<file path="src/verilog/op_fifo.sv">
`timescale 1ns/10ps

module op_fifo #(
    parameter int DEPTH = 3,
    parameter int WIDTH = 7
) (
    input  logic             clk,
    input  logic             rst,
    input  logic             push,
    input  logic [WIDTH-1:0] push_tag,
    input  logic             pop,
    output logic [WIDTH-1:0] head_tag,
    output logic             empty,
    output logic             full
);

    localparam int PW = (DEPTH > 1) ? $clog2(DEPTH) : 1;
    localparam int CW = $clog2(DEPTH + 1);

    logic [WIDTH-1:0] mem [DEPTH];
    logic [PW-1:0]    wr_ptr;
    logic [PW-1:0]    rd_ptr;
    logic [CW-1:0]    count;
    logic             do_push;
    logic             do_pop;

    assign empty   = (count == '0);
    assign full    = (count == CW'(DEPTH));
    assign do_push = push && !full;
    assign do_pop  = pop && !empty;

    assign head_tag = mem[rd_ptr];

    always_ff @(posedge clk) begin
        if (do_push) begin
            mem[wr_ptr] <= push_tag;
        end
    end

    // Pointers wrap at DEPTH, which need not be a power of two.
    always_ff @(posedge clk) begin
        if (rst) begin
            wr_ptr <= '0;
            rd_ptr <= '0;
            count  <= '0;
        end else begin
            if (do_push) begin
                wr_ptr <= (wr_ptr == PW'(DEPTH - 1)) ? '0 : wr_ptr + 1'b1;
            end
            if (do_pop) begin
                rd_ptr <= (rd_ptr == PW'(DEPTH - 1)) ? '0 : rd_ptr + 1'b1;
            end
            case ({do_push, do_pop})
                2'b10:   count <= count + 1'b1;
                2'b01:   count <= count - 1'b1;
                default: count <= count;
            endcase
        end
    end

endmodule
</file>
<file path="config.mk">
export PLATFORM = sky130hd
export DESIGN_NAME = op_fifo
export DESIGN_NICKNAME = d
export VERILOG_FILES = /design/src/verilog/op_fifo.sv
export SDC_FILE = /design/constraint.sdc
export NUM_CORES = 1
export LEC_CHECK = 0
export BUFFER_PORTS_ARGS = -buffer_cell sky130_fd_sc_hd__buf_2
export CAP_MARGIN = 20
export CORE_MARGIN = 3
export CORE_UTILIZATION = 55
export CTS_BUF_LIST = sky130_fd_sc_hd__clkbuf_16
export CTS_CLUSTER_DIAMETER = 120
export DETAILED_ROUTE_END_ITERATION = 7
export GPL_TIMING_DRIVEN = 0
export PLACE_DENSITY = 0.79
export SLEW_MARGIN = 20
export SYNTH_ARGS = -nofsm -noshare
export SYNTH_HDL_FRONTEND = slang
export SYNTH_SLANG_ARGS = --single-unit
</file>
<file path="constraint.sdc">
create_clock -name clk -period 3.85 [get_ports clk]
set_input_delay 0.5775 -clock clk [delete_from_list [all_inputs] [get_ports clk]]
set_output_delay 0.5775 -clock clk [all_outputs]
set_load 0.005 [all_outputs]
</file>
==> reports/qor.yml <==
status: "finished, final reports clean"
rows: 15
cp_max_fo: 7
synth_ff_type: "edfxtp_1"
final_cell_mix: "edfxtp_1 (21), buf_2 (20), nand2_1 (10), o21ai_0 (8), dfxtp_1 (8)"
cts_tree: "yes"
dp.cells: 122
wl_mm: 1.801
post-route-cell-area_sq_mm: 0.001363
vias_per_cell: 5.200
cts_inserted_buffers: 5
initial_utilization: 0.6063
timing.final.max_slew_violations: 0
timing.fmax_ghz: 0.5101
wire_per_inst_um: 13.85
p_comb_frac: 0.173
grt_antenna_before_repair: 0
hold_buffers: 0
cp-start-kind: "input port"
drc_errors: 0
antenna_cells: 0
dp_hpwl_mm: 1.203
p_seq_frac: 0.442
place_area_sq_mm: 0.001224
grt_pass1_vias: 689
worstSkewPairLatency_ps: 260
period_share: 0.5092
period_needed_ps: 1961
core_sq_mm: 0.001802
cts.htree.levels: 2
hold_viol: 0
worst_pin_slew_ps: 1161
die_x_um: 50.57
cts_root_buffer: "clkbuf_16"
path_clk_slew_ps: 50
async_flop_share: 0
clock_skew_ps: 4.811
critPathKind: "in -> reg"
stdcell_count: 130
synth_nets: 90
clockBufferDepth: 2
cts_resized: 0
clock-sinks: 29
grt_max_degree: 11
nNetsFinal: 116
grt_pass1_wl_mm: 2.898
switching_power_uw: 218.4
yosysWarnings: 0
rsz0062_at_grt: "false"
post-place-ws_ps: 1685
overflow: 0
syn_avg_cell_area_sq_um: 14.00
synth_edf_count: 21
pwr_density_cell_mw_per_mm2: 660.1
peakVddDrop_mv: 0.5267
ioPinCount: 20
clockPowerShare: 0.386
die_height_um: 50.57
maxSlewHeadroom: 0.2246
critPathArrivalTime_ps: 1830
first_pass_iters: 4
cp.required_ps: 3720
p_sw_frac: 0.2429
drv_cap: 0
worst_slack_ps: 1889
p_int_uw: 681.0
final_common_cell: "edfxtp_1"
drt_iter0_drc: 8
synthDistinctLibCells: 20
grt_usage: 0.1619
ys_seq_area_frac: 0.7239
gp_congestion: 0.7466
ant_nets: 0
p_total_uw: 899.5
area_growth_syn_to_layout_pct: 24.74
setup-tns-final_ps: 0
setup_viol: 0
syn_inst: 78
ys_seq_elements: 29
hp-class: "reg -> reg"
drive_above_1_share: 0.2857
cts_setup_buffers: 0
via_count: 676
dieArea_sq_mm: 0.002557
crit_path_end_kind: "flop"
synth_area_sq_mm: 0.001092
port_buffers: 19
p_leak_uw: 0.0005163
## through the flow
step                        util  hold WS [ps]
after floorplan                -         446.3
after detailed placement  0.6792         474.8
after global placement    0.6764         461.8
final                     0.7563         477.5
after CTS                 0.7563         478.3
after global routing      0.7563         510.2
## critical path, stage by stage
cell	delay, ps
buf_2	70
a21bo_2	250
nor3b_1	930
## registers in the layout, summed over array words and instances (netlist names), named ones only
| signal | count |
|---|---|
| count | 2 |
| rd_ptr | 2 |
| mem | 21 |
| wr_ptr | 2 |
## routing by layer
metal | track usage | wire, um | part of all wire | vias up
li1 | - | - | - | 334
met1 | 0.1637 | 721 | 0.40 | 316
met2 | 0.2826 | 965 | 0.54 | 24
met3 | 0.07715 | 98 | 0.054 | 2
met4 | 0.06726 | 14 | 0.0078 | 0
met5 | 0 | 0 | 0 | -
## synth_stat cells (2+ instances only)
cell type	n	area, sq um
edfxtp_1	21	630.6
nand2_1	10	37.54
dfxtp_1	8	160.2
o21ai_0	8	40.04
mux2i_1	7	70.07
a21oi_1	4	20.02
or3_1	3	18.77
and2_1	2	12.51
inv_1	2	7.510
nor2_1	2	7.510
nor3b_1	2	15.01
## kinds of logic after synthesis
kind of cell             Yosys count  synth area share
XOR/XNOR                           2           0.01604
AO/OA/AOI/OAI                     15           0.07789
adder cells (fa/ha/maj)            1           0.01145
multiplexers                       7           0.06415
AND/OR/NAND/NOR                   20           0.09164
buffers and inverters              4           0.01489
flip-flops                        29            0.7239
## area by class of cell
class / count / area (sq um)
Clock inverter: 3 / 13.76
Multi-Input combinational cell: 45 / 290.3
Buffer: 2 / 8.758
Sequential cell: 29 / 790.8
Fill cell: 134 / 439.2
Tap cell: 25 / 31.28
Timing Repair Buffer: 19 / 95.09
Clock buffer: 5 / 125.1
Inverter: 2 / 7.507
## power groups by stage
| stage | sequential [uW] | clock [uW] | combinational (uW) |
|---|---|---|---|
| 2_1_floorplan | 396 | 0 | 101 |
| 3_3_place_gp | 399 | 0 | 148 |
| 4_1_cts | 397 | 353 | 157 |
| 5_1_grt | 402 | 366 | 177 |
| 3_5_place_dp | 402 | 0 | 156 |
| 6_report | 397 | 347 | 155 |
## worst paths after layout
check,from,to,slack [ps],depth (start not counted)
max,push,mem[2][2],1890,3
min,wr_ptr[0],wr_ptr[0],480,2
min reg2reg,wr_ptr[0],wr_ptr[0],480,2
max reg2reg,count[1],mem[2][2],1900,2
No activity file was read; power rests on OpenSTA's default activity.
