===== config.mk =====
export PLATFORM = sky130hd
export DESIGN_NAME = load_extend
export DESIGN_NICKNAME = d
export VERILOG_FILES = /design/src/verilog/mem_pkg.sv /design/src/verilog/load_extend.sv
export SDC_FILE = /design/constraint.sdc
export NUM_CORES = 1
export LEC_CHECK = 0
export ABC_AREA = 1
export BUFFER_PORTS_ARGS = -buffer_cell sky130_fd_sc_hd__buf_2
export CORE_MARGIN = 1
export CORE_UTILIZATION = 45
export DETAILED_ROUTE_END_ITERATION = 10
export MAX_ROUTING_LAYER = met4
export PLACE_DENSITY = 0.83
export SETUP_SLACK_MARGIN = 0.15
export SYNTH_ARGS = -nofsm -noshare
export SYNTH_HDL_FRONTEND = slang
export SYNTH_SLANG_ARGS = --single-unit

===== constraint.sdc =====
create_clock -name vclk -period 2.4
set_input_delay 0.12 -clock vclk [all_inputs]
set_output_delay 0.12 -clock vclk [all_outputs]
set_load 0.03 [all_outputs]

===== src/verilog/mem_pkg.sv =====
package mem_pkg;

    // ##########################################################
    // Command opcodes and RAM access sizes
    // ##########################################################

    typedef enum logic [3:0] {
        LB  = 4'h0,  // Load byte, sign-extended.
        LBU = 4'h1,  // Load byte, zero-extended.
        LH  = 4'h2,
        LHU = 4'h3,
        LW  = 4'h4,
        SB  = 4'h5,
        SH  = 4'h6,
        SW  = 4'h7,
        NOP = 4'hf
    } lsu_op_e;

    typedef enum logic [1:0] {
        SZ_BYTE   = 2'd0,
        SZ_HALF   = 2'd1,
        SZ_TRIPLE = 2'd2,  // Only the RAM decodes it.
        SZ_WORD   = 2'd3
    } mem_size_e;

    // ##########################################################
    // In-flight tag layout
    // ##########################################################

    // Tag is {load flag, address low bits, opcode}.
    localparam int TAG_W      = 7;
    localparam int TAG_OP_LSB = 0;  // Opcode, 4 bits.
    localparam int TAG_LO_LSB = 4;  // Byte offset, 2 bits.
    localparam int TAG_LD_BIT = 6;  // Set for loads.

    // ##########################################################
    // Memory defaults
    // ##########################################################

    localparam int DEFAULT_MEM_WORDS = 1024;  // Must be a power of two.
    localparam int DEFAULT_DELAY     = 2;     // At least 1.

endpackage


===== src/verilog/load_extend.sv =====
`timescale 1ns/10ps

module load_extend import mem_pkg::*; (
    input  logic             data_data_ok,
    input  logic [31:0]      data_rdata,
    input  logic [TAG_W-1:0] head_tag,
    output logic             pop,
    output logic             rsp_valid,
    output logic [31:0]      rsp_rdata
);

    lsu_op_e     op;
    logic [1:0]  byte_lo;
    logic        is_load;
    logic [31:0] shifted;

    // ##########################################################
    // Tag fields
    // ##########################################################

    assign op      = lsu_op_e'(head_tag[TAG_OP_LSB +: 4]);
    assign byte_lo = head_tag[TAG_LO_LSB +: 2];
    assign is_load = head_tag[TAG_LD_BIT];

    assign pop       = data_data_ok;  // One tag per response.
    assign rsp_valid = data_data_ok;

    // Addressed byte or halfword down to bit 0.
    assign shifted = data_rdata >> {byte_lo, 3'b000};

    // ##########################################################
    // Sign and zero extension
    // ##########################################################

    always_comb begin
        rsp_rdata = 32'd0;
        if (is_load) begin
            case (op)
                LB:  rsp_rdata = {{24{shifted[7]}}, shifted[7:0]};
                LBU: rsp_rdata = {24'd0, shifted[7:0]};
                LH:  rsp_rdata = {{16{shifted[15]}}, shifted[15:0]};
                LHU: rsp_rdata = {16'd0, shifted[15:0]};
                LW:  rsp_rdata = data_rdata;  // Always aligned.
                default: begin
                    rsp_rdata = 32'd0;
                end
            endcase
        end
    end

endmodule


==> impl_results.md <==
* Status: finished, final reports clean
* Max_cap viols at 0
* Via count of the routed design at 1688
* GRT Total Usage at about a quarter
* Resized Gates After CTS at 0
* Final core utilization at around three fifths
* CP startpoint kind: input port
* Avg Cell Area, Syn at 4.67 µm²
* Warning count from the yosys run at 0
* Grt ovf at 0
* Gp weighted congestion at 0.896
* Core Rows at 18
* Crit. Startpoint: head_tag[4]
* Detailed Route Iter0 Violations at 36
* Final setup viols at 0
* Tcrit/Tclk final at 78.6%
* Diodes inserted at 0
* Max Fclk at 530 MHz
* DR WL/cell at between 10 and 15 µm
* Drt total wl at 3580 µm
* Slew headroom at 64.0%
* Die area at 2930 µm²
* Largest net degree at the start of global routing at 26
* Hold path start: data_data_ok
* Worst Max-Slew Pin Slew at 537 ps
* Vias in the first global route at 1321
* Synthesized area at between 1000 and 1500 µm²
* Final TNS setup at 0 ps
* Share of cells above drive strength 1 at around 30%
* Gate Count Post-Synth at 262
* Hold-critical path depth at 0
* Vias per inst at 4.85
* Leak pwr at ~1.2 nW
* Area delta synth->final at 25.2%
* Final hold viol count at 0
* Die Y at 54.1 µm
* Antenna Nets Post-Route at 0
* Fillers at 287
* Die width at between 50 and 60 µm
* Fin crit period at 1890 ps
* Fin area at 1530 µm²
* Final non-filler cell total at 348
* Post-place setup slack at roughly 530 ps
* Top fanout value on the critical path at 24
* Yosys cell types at 18
* Unrepaired setup endpoints after global routing: false
* Placed cells at 348
* Drt drc at 0
* Worst Hold Class: in -> out
* IO Port Bufs at 71
* Dpl cell area at 1530 µm²
* Power density over cell area at 154 nW/µm²
* Hold_ws at approximately 240 ps
* Overall Power at 0.236 mW
* Critical path class: in -> out
* Crit end category: primary output
* Fin. max-slew vios at 0
* Seq/Total Area, Yosys at 0%
* Initial core utilization at between 40% and 50%
* First-pass detailed-route iteration total at 4
* Net Count, Synth at roughly 300
* First-pass GRT wire length at about 5900 µm
* Clkbuf count at 0
* Num sequential at 0
* Initial antenna violation count at 0
* HPWL after DPL at 2820 µm
* Setup ws final at 514 ps
* Core Box Area at 2520 µm²
* Critical Path RT at around 2300 ps
* Nets at 360
* CP Data Arrival Time at 1770 ps
* Ports at 74
* Post-CTS Hold Fix Bufs at 0
* Max VDD drop at 0.118 mV
* Flip-flop and latch area at 0 µm²
* Setup bufs post-CTS at 0
cells by family (layout without fill, tap and decap cells):
group	after synthesis	in the layout	synth area share, %
AOI/OAI and AO/OA	22	22	11.9
and+or+nand+nor	174	174	64.2
buffers and inverters	66	122	24.0
layout make-up:
cell class         count  area (µm²)  area share [%]
inverters             48         183            11.9
multi-input cells    196         932            60.9
well taps             30        37.5            2.45
repair buffers        74         378            24.7
power by group:
group	total, mW	internal (mW)	leakage [nW]	switching (mW)
logic	0.236	0.0812	1.20	0.155
registers	0	0	0	0
clock network	0	0	0	0
total	0.236	0.0812	1.20	0.155
metal layers:
layer	GRT usage [%]	up-vias	routed length, µm
met2	44.9	64	1710
met1	37.3	716	1660
met3	0.282	0	204
li1	-	908	-
met4	0	0	0
met5	-	-	0
worst max-delay path, stage by stage:
cell     delay [ps]
buf_2           190
inv_2           310
nand2_1          90
nand3_1          90
nand2_1          90
nand2_2         420
nand3_1         150
nand2_1          90
inv_1            40
buf_2           170
cell usage after synthesis (2+ instances only):
library cell,count,area (µm²)
a21oi_1,8,40.0
inv_1,44,165
nand2_1,131,492
nor2_1,2,7.51
inv_2,3,11.3
nand3_1,25,125
buf_2,10,50.1
nand3_2,10,100
buf_4,6,45.0
nand2_2,2,12.5
o211ai_1,14,105
cells in the final DEF, fill, tap and decap left out:
cell type / n
nor2_2: 2
inv_4: 1
buf_2: 71
buf_4: 3
nand2_2: 2
nor2_8: 1
nor2_4: 1
nor2_1: 1
nand2_1: 131
inv_2: 3
nand3_1: 25
inv_1: 44
nand3_2: 10
a21oi_1: 8
o211ai_1: 14
nor3_2: 1
final timing paths:
path and end:
max rsp_rdata[14], min rsp_valid
(Power assumes the default switching activity.)
