**src/verilog/mem_pkg.sv**
```systemverilog
package mem_pkg;

    // ##########################################################
    // Command opcodes and RAM access sizes
    // ##########################################################

    typedef enum logic [3:0] {
        LB  = 4'h0,  // Load byte, sign-extended.
        LBU = 4'h1,  // Load byte, zero-extended.
        LH  = 4'h2,
        LHU = 4'h3,
        LW  = 4'h4,
        SB  = 4'h5,
        SH  = 4'h6,
        SW  = 4'h7,
        NOP = 4'hf
    } lsu_op_e;

    typedef enum logic [1:0] {
        SZ_BYTE   = 2'd0,
        SZ_HALF   = 2'd1,
        SZ_TRIPLE = 2'd2,  // Only the RAM decodes it.
        SZ_WORD   = 2'd3
    } mem_size_e;

    // ##########################################################
    // In-flight tag layout
    // ##########################################################

    // Tag is {load flag, address low bits, opcode}.
    localparam int TAG_W      = 7;
    localparam int TAG_OP_LSB = 0;  // Opcode, 4 bits.
    localparam int TAG_LO_LSB = 4;  // Byte offset, 2 bits.
    localparam int TAG_LD_BIT = 6;  // Set for loads.

    // ##########################################################
    // Memory defaults
    // ##########################################################

    localparam int DEFAULT_MEM_WORDS = 1024;  // Must be a power of two.
    localparam int DEFAULT_DELAY     = 2;     // At least 1.

endpackage

```
**src/verilog/lsu_request.sv**
```systemverilog
`timescale 1ns/10ps

module lsu_request import mem_pkg::*; (
    input  logic             clk,
    input  logic             rst,
    input  logic             cmd_valid,
    input  lsu_op_e          cmd_op,
    input  logic [31:0]      cmd_addr,
    input  logic [31:0]      cmd_wdata,
    output logic             data_req,
    output logic             data_wr,
    output mem_size_e        data_size,
    output logic [31:0]      data_addr,
    output logic [31:0]      data_wdata,
    input  logic             data_addr_ok,
    output logic             push,
    output logic [TAG_W-1:0] push_tag,
    output logic             addr_err
);

    logic is_mem;
    logic is_load;
    logic misaligned;

    // ##########################################################
    // Opcode decode
    // ##########################################################

    always_comb begin
        is_mem    = 1'b1;
        is_load   = 1'b0;
        data_wr   = 1'b0;
        data_size = SZ_WORD;
        case (cmd_op)
            LB, LBU: begin
                is_load   = 1'b1;
                data_size = SZ_BYTE;
            end
            LH, LHU: begin
                is_load   = 1'b1;
                data_size = SZ_HALF;
            end
            LW: begin
                is_load = 1'b1;
            end
            SB: begin
                data_wr   = 1'b1;
                data_size = SZ_BYTE;
            end
            SH: begin
                data_wr   = 1'b1;
                data_size = SZ_HALF;
            end
            SW: begin
                data_wr = 1'b1;
            end
            default: begin
                is_mem = 1'b0;  // NOP and unused codes.
            end
        endcase
    end

    always_comb begin
        case (data_size)
            SZ_HALF: misaligned = cmd_addr[0];
            SZ_WORD: misaligned = (cmd_addr[1:0] != 2'b00);
            default: misaligned = 1'b0;
        endcase
    end

    // ##########################################################
    // RAM request and lane placement
    // ##########################################################

    assign data_req  = cmd_valid && is_mem && !misaligned;
    assign data_addr = cmd_addr;

    // Replicated so the RAM lane mask picks the right copy.
    always_comb begin
        case (cmd_op)
            SB:      data_wdata = {4{cmd_wdata[7:0]}};
            SH:      data_wdata = {2{cmd_wdata[15:0]}};
            SW:      data_wdata = cmd_wdata;
            default: data_wdata = 32'd0;
        endcase
    end

    assign push = data_req && data_addr_ok;

    always_comb begin
        push_tag                     = '0;
        push_tag[TAG_OP_LSB +: 4]    = cmd_op;
        push_tag[TAG_LO_LSB +: 2]    = cmd_addr[1:0];
        push_tag[TAG_LD_BIT]         = is_load;
    end

    always_ff @(posedge clk) begin
        if (rst) begin
            addr_err <= 1'b0;
        end else begin
            addr_err <= cmd_valid && is_mem && misaligned;  // One cycle late.
        end
    end

endmodule

```
**config.mk**
```make
export PLATFORM = sky130hd
export DESIGN_NAME = lsu_request
export DESIGN_NICKNAME = d
export VERILOG_FILES = /design/src/verilog/mem_pkg.sv /design/src/verilog/lsu_request.sv
export SDC_FILE = /design/constraint.sdc
export NUM_CORES = 1
export LEC_CHECK = 0
export ABC_AREA = 0
export BUFFER_PORTS_ARGS = -buffer_cell sky130_fd_sc_hd__buf_2
export CAP_MARGIN = 30
export CORE_ASPECT_RATIO = 1.25
export CORE_MARGIN = 10
export CORE_UTILIZATION = 28
export DETAILED_ROUTE_END_ITERATION = 6
export PLACE_DENSITY = 0.82
export REMOVE_ABC_BUFFERS = 1
export SLEW_MARGIN = 25
export SYNTH_ARGS = -nofsm -noshare
export SYNTH_HDL_FRONTEND = slang
export SYNTH_SLANG_ARGS = --single-unit
```
**constraint.sdc**
```tcl
create_clock -name clk -period 0.95 [get_ports clk]
set_clock_uncertainty 0.2 [all_clocks]
set_input_delay 0.0475 -clock clk [delete_from_list [all_inputs] [get_ports clk]]
set_output_delay 0.0475 -clock clk [all_outputs]
set_load 0.01 [all_outputs]
```
==> out/summary.txt, run 1 <==
Vias per Instance: 5.176
worst setup margin: -0.3079 ns
Top FF cell, synth: dfxtp_1
Worst Setup End Kind: output pin
max reg flops: 1
initial antenna violation count: 1
most frequent cells in the layout: 83 x buf_2, 28 x dlygate4sd3_1, 20 x buf_4, 17 x nor2_1
FILL cells: 315
failing checks: negative setup slack
CP arrival: 1.01 ns
vias: 1501
Hold Startpoint: rst
Mapped Cells: 145
IO Pins: 149
Avg Synthesized Cell Area: 7.326 sq um
post-route cell area: 2063 sq um
# rows: 24
required time worst endpoint: 0.70 ns
crit path kind: in2out
top post-synthesis cells by area: buf_4 28%, a22oi_1 11%, mux2i_1 7.5%
drt wl/cell: 22.80 um
run status: finished with violations
Max VDD drop: 233.3 uV
global route overflow: 0
leak pwr: 1.074 nW
layout cells sized above 1: 65.20%
largest net degree at the start of global routing: 18
antenna-violating nets left: 0
final hold vios: 0
Seq/Total Area, Yosys: 1.885%
RSZ-0062 raised after global routing: yes
Tcrit/Tclk final: 132.4%
number of flops mapped to enable cells by yosys: 0
share of the synthesized area in the top cell type: 28.27%
normalized max-slew margin: 83.54%
total power: 0.001022 W
Critical Path Fanout Max: 6
Final GP Congestion: 0.7939
cell type with the largest total area after synthesis: buf_4
clock transition at the registers of the reported paths: 0 ns
Fmax achieved: 795.0 MHz
Pwr Density: 495.5 nW/um^2
synthesis-stage register bit count: 1
CP startpoint kind: input port
commonest non-fill, non-tap cell in the layout: buf_2
GRT Util Overall: 17.81%
Largest regs: addr_err x1
Die ar.: 6673 sq um
chip width: 75.09 um
Cell Area, Synth: 1062 sq um
nets@finish: 324
placed instance area: 1418 sq um
core area: 3573 sq um
PortBufs: 88
area of the multi-input gates: 823.3 sq um
initial DRC count: 63
first-pass GRT wire length: 9252 um
library cells used by synthesis: 29
Hold Path Stages: 3
Worst Max-Slew Pin Slew: 0.2480 ns
final WL: 6612 um
hpwl dp: 4177 um
Hold Crit Class: in2reg
DR DRC count: 0
drt first pass iters: 4
Storage cell area: 20.02 sq um
Slew Viols, Final: 0
YS warnings: 0
Hold EP: addr_err
async set-reset flop share out of synthesis: 0%
Die H: 88.87 um
total of max-cap violations: 0
crit path time final: 1.258 ns
number of global-route vias before repair: 1547
area grow syn2layout: 94.23%
Reg with most FFs: addr_err
final setup fails: 38
Initial Util: 29.73%
==> what timing repair did <==
action / CTS / global route
hold buffers: 30 / 0
resized for setup: 45 / 22
pin swaps: 23 / 7
hold endpoints to repair: 30 / 0
buffers inserted: 4 / 1
endpoints found under the setup margin: 39 / 41
cloned: 2 / 0
==> critical path, cell delays in order <==
cell and delay, ns:
buf_12 0.12, buf_16 0.14, buf_6 0.12, nand2_4 0.06, nand2_4 0.06, nor4b_4 0.28
buf_2 0.19
==> power by group <==
part / internal, W / leakage [nW] / total, W / switching (W)
Sequential: 0.0000440 / 0.00812 / 0.0000442 / 0.000000192
Combinational: 0.000522 / 1.07 / 0.000978 / 0.000456
Clock: 0.000000000141 / 0.00000634 / 0.000000000141 / 0
==> layer usage <==
layer	vias up	share of wire [%]	GRT usage [%]
met5	-	0	0
met4	0	4.5	6.552
met3	24	12	5.942
met2	94	48	31.48
met1	693	35	18.99
li1	690	-	-
==> area by class of cell <==
class	instances	share of cell area [%]
tap	39	2.365
antenna	1	0.1213
sequential	1	0.9703
timing repair buffer	155	56.64
multi-input combinational	94	39.90
==> synth_stat cells (2+ instances only) <==
cell type	number
nor2b_1	4
o21a_1	2
buf_6	2
nor3b_1	2
and2_1	8
buf_4	40
a21oi_1	8
a211oi_1	8
a22oi_1	15
mux2i_1	8
buf_2	6
mux2_2	7
nand2_1	2
nor2_1	18
==> worst max path at each step <==
stage	to	startpoint	cells after the start	slack, ns
2_1_floorplan	data_wdata[0]	cmd_op[3]	3	-0.28
3_3_place_gp	data_wdata[23]	cmd_op[1]	6	-0.32
3_5_place_dp	data_wdata[22]	cmd_op[1]	6	-0.35
4_1_cts	data_wdata[23]	cmd_op[1]	6	-0.23
5_1_grt	data_req	cmd_op[1]	7	-0.35
6_report	data_req	cmd_op[1]	7	-0.31
==> stage by stage <==
step                utilization (%)  setup slack, ns  hold slack [ns]  setup TNS [ns]  std cells
floorplan                         -          -0.2837          -0.1050          -5.827         94
global placement              39.67          -0.3178          -0.1049          -9.437        252
detailed placement            39.67          -0.3490          -0.1049          -9.903        252
CTS                           54.76          -0.2287           0.1096          -5.982        288
global route                  57.74          -0.3456           0.1527          -7.930        290
finish                        57.74          -0.3079           0.1173          -6.364        290
==> kinds of logic after synthesis <==
kind of cell	Yosys count	share of synthesized area [%]
buffers and inverters	51	36.87
multiplexers	16	16.37
flip-flops	1	1.885
AO/OA/AOI/OAI	34	22.61
AND/OR/NAND/NOR	43	22.26
(Power assumes the default switching activity.)
==> run 2, diff against run 1 <==
Settings changed: CORE_ASPECT_RATIO 1.25 to 0.5, GPL_ROUTABILITY_DRIVEN set to 0.
==> run 2 against run 1 <==
  * The run still ends with negative setup slack left
  * Global-route usage is 1.9 points higher
  * Maximum frequency is 2.8% higher
  * Setup slack better by 0.034 ns
  * Critical path depth is 1 lower
  * Die area is 2.0% higher
  * Cell count is 3.4% higher
  * Sequential share of layout area hardly changed
  * Critical path type unchanged
  * Critical endpoint is now data_wdata[27]
==> out/summary.txt, run 2 (same netlist as run 1, synthesis figures left out) <==
run status: finished with violations
failing checks: negative setup slack
leak pwr: 1.086 nW (+1.1%)
layout cells sized above 1: 65.73% (+0.53 points)
total of max-cap violations: 0 (unchanged)
Worst Max-Slew Pin Slew: 0.2788 ns (+0.03081 ns)
final WL: 7715 um (+17%)
CP arrival: 0.98 ns (-0.03 ns)
clock network power share: 0% (unchanged)
PortBufs: 88 (unchanged)
drt wl/cell: 25.72 um (+13%)
final hold vios: 0 (unchanged)
Reg with most FFs: addr_err
Hold Crit Class: in2reg
# rows: 15 (-38%)
global route overflow: 0 (unchanged)
crit path time final: 1.224 ns (-0.03404 ns)
Logic pwr share: 95.8% (about the same)
drt first pass iters: 4 (unchanged)
most frequent cells in the layout: 85 x buf_2, 26 x dlygate4sd3_1, 17 x nor2_1
Initial Util: 29.95% (+0.22 points)
Non-Filler Instances: 300 (+3.4%)
Die H: 63.56 um (-28%)
first-pass GRT wire length: 10410 um (+13%)
area of the multi-input gates: 825.8 sq um (+0.30%)
Slew Viols, Final: 0 (unchanged)
RSZ-0062 raised after global routing: yes
Max VDD drop: 199.7 uV (-14%)
GRT Util Overall: 19.73% (+1.9 points)
final setup fails: 42 (+11%)
Worst Setup End Kind: output pin
Hold Startpoint: rst
Fmax achieved: 817.1 MHz (+2.8%)
Net Sw Power: 0.0004895 W (+7.2%)
placed insts: 262 (+4.0%)
FILL cells: 263 (-17%)
Sequential Power Share: 4.2% (about the same)
antenna-violating nets left: 0 (unchanged)
crit path kind: in2out
Largest regs: addr_err x1
Sw Ratio: 46.18% (+1.5 points)
worst setup margin: -0.2739 ns (+0.03404 ns)
vias: 1578 (+5.1%)
Storage cell area: 20.02 sq um (unchanged)
dpl ws: -0.3895 ns (-0.04059 ns)
IO Pins: 149 (unchanged)
Final Util: 58.66% (+0.92 points)
commonest non-fill, non-tap cell in the layout: buf_2
initial antenna violation count: 1 (unchanged)
max reg flops: 1 (unchanged)
number of global-route vias before repair: 1547 (unchanged)
normalized max-slew margin: 81.35% (-2.2 points)
core area: 3547 sq um (-0.74%)
nets@finish: 322 (-0.62%)
Hold EP: addr_err
hpwl dp: 4656 um (+11%)
DR DRC count: 0 (unchanged)
Critical Path Fanout Max: 6 (unchanged)
Pwr Density: 509.4 nW/um^2 (+2.8%)
Die ar.: 6807 sq um (+2.0%)
chip width: 107.1 um (+43%)
Hold Path Stages: 3 (unchanged)
Internal: 0.0005705 W (+0.85%)
required time worst endpoint: 0.70 ns (about the same)
clock transition at the registers of the reported paths: 0 ns (unchanged)
CP startpoint kind: input port
Tcrit/Tclk final: 128.8% (-3.6 points)
initial DRC count: 149 (+140%)
largest net degree at the start of global routing: 17 (-1)
area grow syn2layout: 95.88%
Vias per Instance: 5.260 (+1.6%)
==> run 2: layout make-up <==
cell class	instances	share of cell area, %
diodes	1	0.1203
multi-input cells	93	39.69
flip-flops and latches	1	0.9621
well taps	51	3.067
repair buffers	154	56.16
==> run 2: worst max path at each step <==
stage	startpoint	end	slack [ns]	cells after the start
5_1_grt	cmd_op[1]	data_req	-0.31	6
3_3_place_gp	cmd_op[1]	data_wdata[17]	-0.35	6
6_report	cmd_op[1]	data_wdata[27]	-0.27	6
2_1_floorplan	cmd_op[3]	data_wdata[0]	-0.28	3
3_5_place_dp	cmd_op[1]	data_wdata[21]	-0.39	6
4_1_cts	cmd_op[1]	data_wdata[17]	-0.22	6
==> run 2: worst max-delay path: stages <==
cell and delay (ns):
buf_12 0.12, buf_12 0.13, buf_4 0.15, mux2i_1 0.14, a211oi_2 0.21, buf_2 0.17
==> run 2: routing by layer <==
layer  part of all wire [%]  routed length (um)  vias to the layer above  global-route usage [%]
met5                      0                   0                        -                       0
met4                    4.2                 324                        0                   4.698
met3                    7.3                 565                       34                   3.854
met2                     53                4064                       99                   37.42
met1                     36                2761                      768                   21.84
li1                       -                   -                      677                       -
==> run 2: per-stage QoR <==
stage / setup TNS, ns / cell area [sq um] / power (W) / hold slack [ns]
after floorplan: -5.827 / 670.6 / 0.0002724 / -0.1050
after global placement: -10.50 / 1405 / 0.0006344 / -0.1049
after detailed placement: -11.04 / 1405 / 0.0006562 / -0.1049
after CTS: -5.457 / 2034 / 0.0009895 / 0.1097
after global routing: -7.496 / 2081 / 0.001102 / 0.1241
final: -6.425 / 2081 / 0.001060 / 0.1046
==> run 2: power groups by stage <==
stage	Sequential, W	Clock, W	Combinational, W
6_report	0.0000442	0.000000000141	0.00102
5_1_grt	0.0000443	0.000000000141	0.00106
4_1_cts	0.0000443	0	0.000945
3_5_place_dp	0.0000443	0	0.000612
3_3_place_gp	0.0000443	0	0.000590
2_1_floorplan	0.0000450	0	0.000227
==> run 2: timing repair <==
item	in CTS	in global routing
hold buffers	30	0
setup endpoints to repair	39	43
gates resized for setup	56	18
gates cloned	3	0
pin swaps	21	8
endpoints found under the hold margin	30	0
setup buffers	5	0
